File: config.mk
export PLATFORM = sky130hd
export DESIGN_NAME = vga_top
export DESIGN_NICKNAME = d
export VERILOG_FILES = /design/src/vga_pkg.sv /design/src/sprite_mixer.sv /design/src/vga.sv /design/src/vga_top.sv /design/src/wb_regs.sv
export SDC_FILE = /design/constraint.sdc
export NUM_CORES = 1
export LEC_CHECK = 0
export ABC_AREA = 1
export BUFFER_PORTS_ARGS = -buffer_cell sky130_fd_sc_hd__buf_2
export CAP_MARGIN = 10
export CELL_PAD_IN_SITES_DETAIL_PLACEMENT = 2
export CELL_PAD_IN_SITES_GLOBAL_PLACEMENT = 2
export CORE_MARGIN = 1
export CORE_UTILIZATION = 36
export CTS_CLUSTER_SIZE = 30
export DETAILED_ROUTE_END_ITERATION = 16
export PLACE_DENSITY_LB_ADDON = 0.3
export REMOVE_ABC_BUFFERS = 1
export SETUP_SLACK_MARGIN = 0.3
export SLEW_MARGIN = 20
export SYNTH_ARGS = -nofsm -noshare
export SYNTH_HDL_FRONTEND = slang
export SYNTH_HIERARCHICAL = 1
export SYNTH_SLANG_ARGS = --single-unit
File: constraint.sdc
create_clock -name clk -period 3.4 [get_ports clk]
set_input_delay 0.68 -clock clk [delete_from_list [all_inputs] [get_ports clk]]
set_output_delay 0.68 -clock clk [all_outputs]
set_load 0.05 [all_outputs]
File: src/vga_pkg.sv
// Shared package for the VGA subsystem: video timing, register map and bus/pixel types
`default_nettype none

package vga_pkg;

    // Horizontal timing in pixels
    localparam int H_DISPLAY = 640;
    localparam int H_FRONT   = 16;    // Front porch
    localparam int H_SYNC    = 96;
    localparam int H_BACK    = 48;    // Back porch

    // Vertical timing in lines
    localparam int V_DISPLAY = 480;
    localparam int V_BOTTOM  = 10;
    localparam int V_SYNC    = 2;
    localparam int V_TOP     = 33;

    localparam int CLK_MHZ   = 50;    // Board clock
    localparam int VGA_CLOCK = 25;    // Pixel rate

    // Depth of the colour mixer, in pixel steps
    localparam int MIXER_STAGES = 2;

    // Hsync is pushed back by the mixer depth so it lines up with rgb
    localparam int H_SYNC_START = H_DISPLAY + H_FRONT + MIXER_STAGES;
    localparam int H_SYNC_END   = H_SYNC_START + H_SYNC - 1;
    localparam int H_MAX        = H_DISPLAY + H_FRONT + H_SYNC + H_BACK - 1;
    localparam int V_SYNC_START = V_DISPLAY + V_BOTTOM;
    localparam int V_SYNC_END   = V_SYNC_START + V_SYNC - 1;
    localparam int V_MAX        = V_SYNC_END + V_TOP;

    localparam int SPRITE_SIZE = 16;  // Side length of the square

    typedef logic [9:0]  hpos_t;
    typedef logic [9:0]  vpos_t;
    typedef logic [11:0] rgb_t;       // {r, g, b}, 4 bits each
    typedef logic [2:0]  wb_addr_t;   // Word address
    typedef logic [15:0] wb_data_t;

    // Register map
    localparam wb_addr_t REG_BG        = 3'd0;
    localparam wb_addr_t REG_SPR_COLOR = 3'd1;
    localparam wb_addr_t REG_SPR_X     = 3'd2;
    localparam wb_addr_t REG_SPR_Y     = 3'd3;
    localparam wb_addr_t REG_CTRL      = 3'd4;  // Bit 0 enables the sprite

    typedef struct packed {
        rgb_t  bg_color;
        rgb_t  sprite_color;
        hpos_t sprite_x;
        vpos_t sprite_y;
        logic  sprite_on;
    } sprite_cfg_t;

    typedef struct packed {
        hpos_t hpos;
        vpos_t vpos;
        logic  display_on;
    } vga_pos_t;

endpackage

`default_nettype wire

File: src/sprite_mixer.sv
// Two-stage pixel mixer: picks sprite colour, background colour or black for each pixel step
`timescale 1ns/10ps
`default_nettype none

module sprite_mixer
    import vga_pkg::*;
(
    input  wire         clk,
    input  wire         reset,
    input  wire         pix_en,
    input  vga_pos_t    pos,
    input  sprite_cfg_t cfg,
    output rgb_t        rgb,
    output logic        blank_n
);

    sprite_cfg_t shadow;        // Config frozen for the current frame
    sprite_cfg_t cur_cfg;
    logic        frame_start;
    logic        hit_x;
    logic        hit_y;

    // Stage 1 results
    logic        s1_inside;
    logic        s1_display;

    assign frame_start = (pos.hpos == '0) && (pos.vpos == '0);

    // At the first pixel of a frame the new config is used right away,
    // otherwise pixel 0,0 would still see the previous frame
    assign cur_cfg = frame_start ? cfg : shadow;

    // Range checks by difference, so sprite_x near the top of the
    // counter range cannot wrap
    assign hit_x = (pos.hpos >= cur_cfg.sprite_x)
                && ((pos.hpos - cur_cfg.sprite_x) < hpos_t'(SPRITE_SIZE));
    assign hit_y = (pos.vpos >= cur_cfg.sprite_y)
                && ((pos.vpos - cur_cfg.sprite_y) < vpos_t'(SPRITE_SIZE));

    // Shadow copy taken once per frame, so a bus write never tears
    always_ff @(posedge clk or posedge reset)
    begin
        if (reset)
            shadow <= '0;
        else if (pix_en && frame_start)
            shadow <= cfg;
    end

    // Stage 1: sprite hit test
    always_ff @(posedge clk or posedge reset)
    begin
        if (reset)
        begin
            s1_inside  <= 1'b0;
            s1_display <= 1'b0;
        end
        else if (pix_en)
        begin
            s1_inside  <= cur_cfg.sprite_on && hit_x && hit_y;
            s1_display <= pos.display_on;
        end
    end

    // Stage 2: colour select.
    // Shadow is already up to date here, even for pixel 0,0
    always_ff @(posedge clk or posedge reset)
    begin
        if (reset)
        begin
            rgb     <= '0;
            blank_n <= 1'b0;
        end
        else if (pix_en)
        begin
            blank_n <= s1_display;

            if (!s1_display)
                rgb <= '0;                      // Blanking, DAC must see black
            else if (s1_inside)
                rgb <= shadow.sprite_color;
            else
                rgb <= shadow.bg_color;
        end
    end

    // Black during blanking
    black_when_blank: assert property (
        @(posedge clk) disable iff (reset)
        !blank_n |-> (rgb == '0)
    )
    else
        $error("sprite_mixer: colour %h during blanking", rgb);

endmodule

`default_nettype wire

File: src/vga.sv
// Timing generator: derives the pixel enable from clk and produces position and sync for 640x480
`timescale 1ns/10ps
`default_nettype none

module vga
    import vga_pkg::*;
(
    input  wire      clk,
    input  wire      reset,
    output logic     hsync,
    output logic     vsync,
    output vga_pos_t pos,
    output logic     pix_en
);

    hpos_t      d_hpos;
    vpos_t      d_vpos;
    logic [1:0] div_cnt;    // Clock divider for the pixel rate

    // Next counter values, wrapping at the end of line and frame
    always_comb
    begin
        d_hpos = pos.hpos + 1'd1;
        d_vpos = pos.vpos;

        if (pos.hpos == H_MAX)
        begin
            d_hpos = '0;

            if (pos.vpos == V_MAX)
                d_vpos = '0;
            else
                d_vpos = pos.vpos + 1'd1;
        end
    end

    // One pulse every CLK_MHZ / VGA_CLOCK clocks
    always_ff @(posedge clk or posedge reset)
    begin
        if (reset)
        begin
            div_cnt <= '0;
            pix_en  <= 1'b0;
        end
        else if (div_cnt == 2'(CLK_MHZ / VGA_CLOCK - 1))
        begin
            div_cnt <= '0;
            pix_en  <= 1'b1;
        end
        else
        begin
            div_cnt <= div_cnt + 2'd1;
            pix_en  <= 1'b0;
        end
    end

    // Everything leaves the generator from a register.
    // Sync levels are worked out from the next position so they
    // change together with pos.
    always_ff @(posedge clk or posedge reset)
    begin
        if (reset)
        begin
            hsync          <= 1'b0;
            vsync          <= 1'b0;
            pos.display_on <= 1'b0;
            pos.hpos       <= '0;
            pos.vpos       <= '0;
        end
        else if (pix_en)
        begin
            hsync <= ~(d_hpos >= H_SYNC_START && d_hpos <= H_SYNC_END);    // Active low
            vsync <= ~(d_vpos >= V_SYNC_START && d_vpos <= V_SYNC_END);

            pos.display_on <= (d_hpos < H_DISPLAY) && (d_vpos < V_DISPLAY);
            pos.hpos       <= d_hpos;
            pos.vpos       <= d_vpos;
        end
    end

    // Counters stay inside the frame at all times
    pos_in_range: assert property (
        @(posedge clk) disable iff (reset)
        (pos.hpos <= H_MAX) && (pos.vpos <= V_MAX)
    )
    else
        $error("vga: position %0d,%0d outside frame", pos.hpos, pos.vpos);

endmodule

`default_nettype wire

File: src/vga_top.sv
// Top level of the VGA subsystem: Wishbone register slave, timing generator and sprite mixer
`timescale 1ns/10ps
`default_nettype none

module vga_top
    import vga_pkg::*;
(
    input  wire      clk,
    input  wire      reset,

    // Wishbone classic slave
    input  wire      wb_cyc,
    input  wire      wb_stb,
    input  wire      wb_we,
    input  wb_addr_t wb_adr,
    input  wb_data_t wb_dat_w,
    output wb_data_t wb_dat_r,
    output logic     wb_ack,

    // Video out
    output logic     hsync,
    output logic     vsync,
    output logic     blank_n,
    output rgb_t     rgb
);

    sprite_cfg_t cfg;       // Live register values
    vga_pos_t    pos;
    logic        pix_en;

    wb_regs u_wb_regs (
        .clk      (clk),
        .reset    (reset),
        .wb_cyc   (wb_cyc),
        .wb_stb   (wb_stb),
        .wb_we    (wb_we),
        .wb_adr   (wb_adr),
        .wb_dat_w (wb_dat_w),
        .wb_dat_r (wb_dat_r),
        .wb_ack   (wb_ack),
        .cfg      (cfg)
    );

    // Hsync already carries the mixer delay
    vga u_vga (
        .clk    (clk),
        .reset  (reset),
        .hsync  (hsync),
        .vsync  (vsync),
        .pos    (pos),
        .pix_en (pix_en)
    );

    sprite_mixer u_sprite_mixer (
        .clk     (clk),
        .reset   (reset),
        .pix_en  (pix_en),
        .pos     (pos),
        .cfg     (cfg),
        .rgb     (rgb),
        .blank_n (blank_n)
    );

endmodule

`default_nettype wire

File: src/wb_regs.sv
// Wishbone classic slave with the background colour, sprite colour, position and control registers
`timescale 1ns/10ps
`default_nettype none

module wb_regs
    import vga_pkg::*;
(
    input  wire         clk,
    input  wire         reset,
    input  wire         wb_cyc,
    input  wire         wb_stb,
    input  wire         wb_we,
    input  wb_addr_t    wb_adr,
    input  wb_data_t    wb_dat_w,
    output wb_data_t    wb_dat_r,
    output logic        wb_ack,
    output sprite_cfg_t cfg
);

    wb_data_t rd_data;
    logic     req;

    // New request only while no ack is pending
    assign req = wb_cyc && wb_stb && !wb_ack;

    // Read mux, fields zero-extended to the bus width
    always_comb
    begin
        case (wb_adr)
            REG_BG:        rd_data = wb_data_t'(cfg.bg_color);
            REG_SPR_COLOR: rd_data = wb_data_t'(cfg.sprite_color);
            REG_SPR_X:     rd_data = wb_data_t'(cfg.sprite_x);
            REG_SPR_Y:     rd_data = wb_data_t'(cfg.sprite_y);
            REG_CTRL:      rd_data = wb_data_t'(cfg.sprite_on);
            default:       rd_data = '0;    // Unused addresses read 0
        endcase
    end

    // Fixed one-cycle acknowledge
    always_ff @(posedge clk or posedge reset)
    begin
        if (reset)
            wb_ack <= 1'b0;
        else
            wb_ack <= req;
    end

    // Read data is captured alongside the ack
    always_ff @(posedge clk or posedge reset)
    begin
        if (reset)
            wb_dat_r <= '0;
        else if (req)
            wb_dat_r <= rd_data;
    end

    // Register writes, upper data bits dropped
    always_ff @(posedge clk or posedge reset)
    begin
        if (reset)
        begin
            cfg <= '0;    // Sprite off, black background
        end
        else if (req && wb_we)
        begin
            case (wb_adr)
                REG_BG:        cfg.bg_color     <= wb_dat_w[11:0];
                REG_SPR_COLOR: cfg.sprite_color <= wb_dat_w[11:0];
                REG_SPR_X:     cfg.sprite_x     <= wb_dat_w[9:0];
                REG_SPR_Y:     cfg.sprite_y     <= wb_dat_w[9:0];
                REG_CTRL:      cfg.sprite_on    <= wb_dat_w[0];
                default:
                begin
                    // Ignored
                end
            endcase
        end
    end

    // The master keeps strobe up until it sees the ack
    ack_needs_stb: assert property (
        @(posedge clk) disable iff (reset)
        wb_ack |-> wb_stb
    )
    else
        $error("wb_regs: ack without strobe");

    ack_single_cycle: assert property (
        @(posedge clk) disable iff (reset)
        wb_ack |=> !wb_ack
    )
    else
        $error("wb_regs: ack held for two cycles");

endmodule

`default_nettype wire
==> flow_summary.toml <==
[run_status]
status = "completed"

[worst_setup_path]
timing.critical_path.from_type = "flip-flop"
cp.arrival_ns = 3.25
critPathMaxFanout = 21
critPathKind = "flip-flop to flip-flop"
cp.required_ns = 3.76
worstSetupEndpointType = "flip-flop"

[layout]
sequential_cell_area_mm2 = 0.003607
most_frequent_cells_in_the_layout = "316 x sky130_fd_sc_hd__nand2_1, 141 x sky130_fd_sc_hd__dfrtp_1, 122 x sky130_fd_sc_hd__inv_1"
multi_input_comb_area_mm2 = 0.003968
num-fill-cells = 2545
layout.cells.most_common = "sky130_fd_sc_hd__nand2_1"
number_of_nets_at_the_end_of_the_flow = 1180
num_antenna_cells = 0
layout_cell_share_with_drive_strength_beyond_1_pct = 16.80
finish.utilization_pct = 43.13
syn_to_final_growth_pct = 15.99

[die]
floorplan.core_area_mm2 = 0.02216
design.die.area_mm2 = 0.02350
num_io_pins = 56
initial_utilization_pct = 37.19
floorplan.die.width_um = 153.3
chipHeight_um = 153.3
fp-row-count = 54

[job]
cap_violations = 0

[drt]
wl_per_cell_um = 20.90
initialDrtViolationCount = 315
final_antenna_net_count = 0
initial_drt_pass_iterations = 4
vias_per_cell = 5.349
post-route-drc-count = 0
routed_wirelength_um = 29740
dr_total_vias = 7612

[clocking]
cts.sink_count = 144
quantity_of_hold_fixing_buffers_added_after_cts = 0
clock_buffers_created_by_tritoncts = 17
cts_max_path_buffers = 2
cts_tree = "built"
worst_setup_hold_path_clk_slew_ns = 0.07
cts_root_buffer = "sky130_fd_sc_hd__clkbuf_16"
worst_skew_pair.late_latency_ns = 0.43
cts-htree-levels = 4

[global_route]
first_global_vias = 8541
gr-total-overflow = 0
grt_pass1_wl_um = 47800
grt_max_degree = 45
track_usage_pct = 26.33
antenna_violations_before_repair = 1

[sta]
timing.clock.skew_ns = 0.01543
worst_slew_pin_slew_ns = 1.004
setup_viol = 0
timing.slew.headroom_pct = 32.85
final_layout_setup_total_negative_slack_ns = 0
fmax_mhz = 346.0
fin_crit_sh_pct = 85.01
final_worst_slack_ns = 0.5095
grt_setup_unrepaired = "false"
finalCriticalPeriod_ns = 2.890
timing.final.max_slew_violations = 0
hold_viol = 0

[logic_synthesis]
postSynth.asyncResetShare_pct = 100.0
synth.lib_cells_used.distinct = 39
synth.avg_cell_area_um2 = 7.731
synth.ff_latch_count = 144
synth_warnings = 6
synthesis.area_mm2 = 0.008242
postSynthCellCount = 1066
synth-main-ff-cell = "sky130_fd_sc_hd__dfrtp_1"
post_synthesis_sequential_area_ratio_pct = 43.72
synth_enable_flop_cells = 0

[place]
dp_hpwl_um = 20340
place.port_buffers = 47
final_replace_weighted_congestion = 0.8246
detailedPlace.worstSlack_ns = 0.3509

[min_path]
hold_class = "primary input to async pin"

[power]
vdd_ir_drop_max_mv = 0.3310
pwr_density_cell_mw_per_mm2 = 465.6
static_power_due_to_leakage_uw = 0.005122
per-stage QoR:
step	hold slack, ns	area [um2]	power, uW	cells
floorplan	0.3999	8003	2238	1028
global placement	0.4082	8811	2399	1383
detailed placement	0.4215	8811	2434	1383
CTS	0.3380	9433	4476	1415
global route	0.3592	9559	4596	1423
finish	0.3306	9559	4451	1423
where the power goes:
part	total [uW]	switching, uW	internal, uW
clock	2020	892	1130
sequential	1980	143	1840
combinational	454	330	124
critical path: stages (launching register included):
cell	delay, ns
sky130_fd_sc_hd__dfrtp_2	0.46
sky130_fd_sc_hd__nor2_4	0.13
sky130_fd_sc_hd__nand2_1	0.10
sky130_fd_sc_hd__nor2_4	0.18
sky130_fd_sc_hd__nand3_4	0.12
sky130_fd_sc_hd__buf_12	0.18
sky130_fd_sc_hd__nand2_1	0.08
sky130_fd_sc_hd__o21ai_1	0.10
sky130_fd_sc_hd__ha_1	0.38
sky130_fd_sc_hd__a21oi_2	0.29
sky130_fd_sc_hd__nor2_1	0.08
sky130_fd_sc_hd__nor2_1	0.13
sky130_fd_sc_hd__nand2_1	0.07
sky130_fd_sc_hd__nand2_1	0.06
sky130_fd_sc_hd__nand3_1	0.07
sky130_fd_sc_hd__nor2_1	0.20
sky130_fd_sc_hd__nand4_1	0.12
sky130_fd_sc_hd__nand2_1	0.07
synth_stat cells, types with 11 or more instances:
master                     instances  area share, %
sky130_fd_sc_hd__nand2_1         317             14
sky130_fd_sc_hd__dfrtp_1         144             44
sky130_fd_sc_hd__inv_1           124            5.6
sky130_fd_sc_hd__nor2_1          101            4.6
sky130_fd_sc_hd__nand3_1          71            4.3
sky130_fd_sc_hd__o21ai_0          71            4.3
sky130_fd_sc_hd__o21ai_1          34            2.1
sky130_fd_sc_hd__nand4_1          29            2.2
sky130_fd_sc_hd__ha_1             26            3.9
sky130_fd_sc_hd__a21oi_2          20            2.1
sky130_fd_sc_hd__mux2_4           20            3.6
sky130_fd_sc_hd__a21oi_1          18            1.1
sky130_fd_sc_hd__clkbuf_1         16           0.73
sky130_fd_sc_hd__buf_2            11           0.67
cell families after synthesis:
logic type      share of synthesized area (%)
simple gates                            28.54
buf+inv                                 8.866
compound gates                          10.78
flops                                   43.72
fa+ha+maj                               3.947
mux                                     3.780
xor+xnor                               0.3189
other cells                           0.04550
layout make-up:
cell class,instances,share of cell area [%]
Sequential cell,144,37.74
Multi-Input combinational cell,756,41.51
Tap cell,280,3.665
Timing Repair Buffer,83,5.602
Clock inverter,15,2.016
Inverter,128,5.026
Clock buffer,17,4.450
routing by layer:
layer | track usage [%] | vias up | wire [um]
met3 | 5.103 | 37 | 1217
li1 | - | 3537 | -
met2 | 45.12 | 155 | 14670
met4 | 8.369 | 0 | 584
met5 | 0 | - | 0
met1 | 33.27 | 3883 | 13270
sequential cells by signal, summed over array words and instances, names as in the netlist:
register                   count
u_wb_regs/cfg                 45
u_sprite_mixer/rgb            12
u_sprite_mixer/s1_display      1
u_wb_regs/wb_ack               1
u_sprite_mixer/s1_inside       1
u_vga/pix_en                   1
u_vga/vsync                    1
u_vga/pos                     21
u_sprite_mixer/blank_n         1
u_vga/div_cnt                  2
u_vga/hsync                    1
u_wb_regs/wb_dat_r            12
u_sprite_mixer/shadow         45
worst paths after layout:
check	end	depth (start not counted)	slack [ns]	from
min	u_vga/pos[19]	2	0.33	reset
max reg2reg	u_sprite_mixer/s1_inside	17	0.51	u_vga/pos[1]
min in group clk	u_vga/pix_en	1	0.43	u_vga/div_cnt[1]
max in group asynchronous	u_wb_regs/wb_dat_r[9]	3	2.11	reset
max	u_sprite_mixer/s1_inside	17	0.51	u_vga/pos[1]
min reg2reg	u_vga/pix_en	1	0.43	u_vga/div_cnt[1]
timing repair:
action	CTS	global route
setup endpoints to repair	1	1
pin swaps	0	4
setup buffers	0	7
cloned	0	1
hold endpoints to repair	0	0
gates resized for setup	3	17
Power figures use the tool's default switching activity.
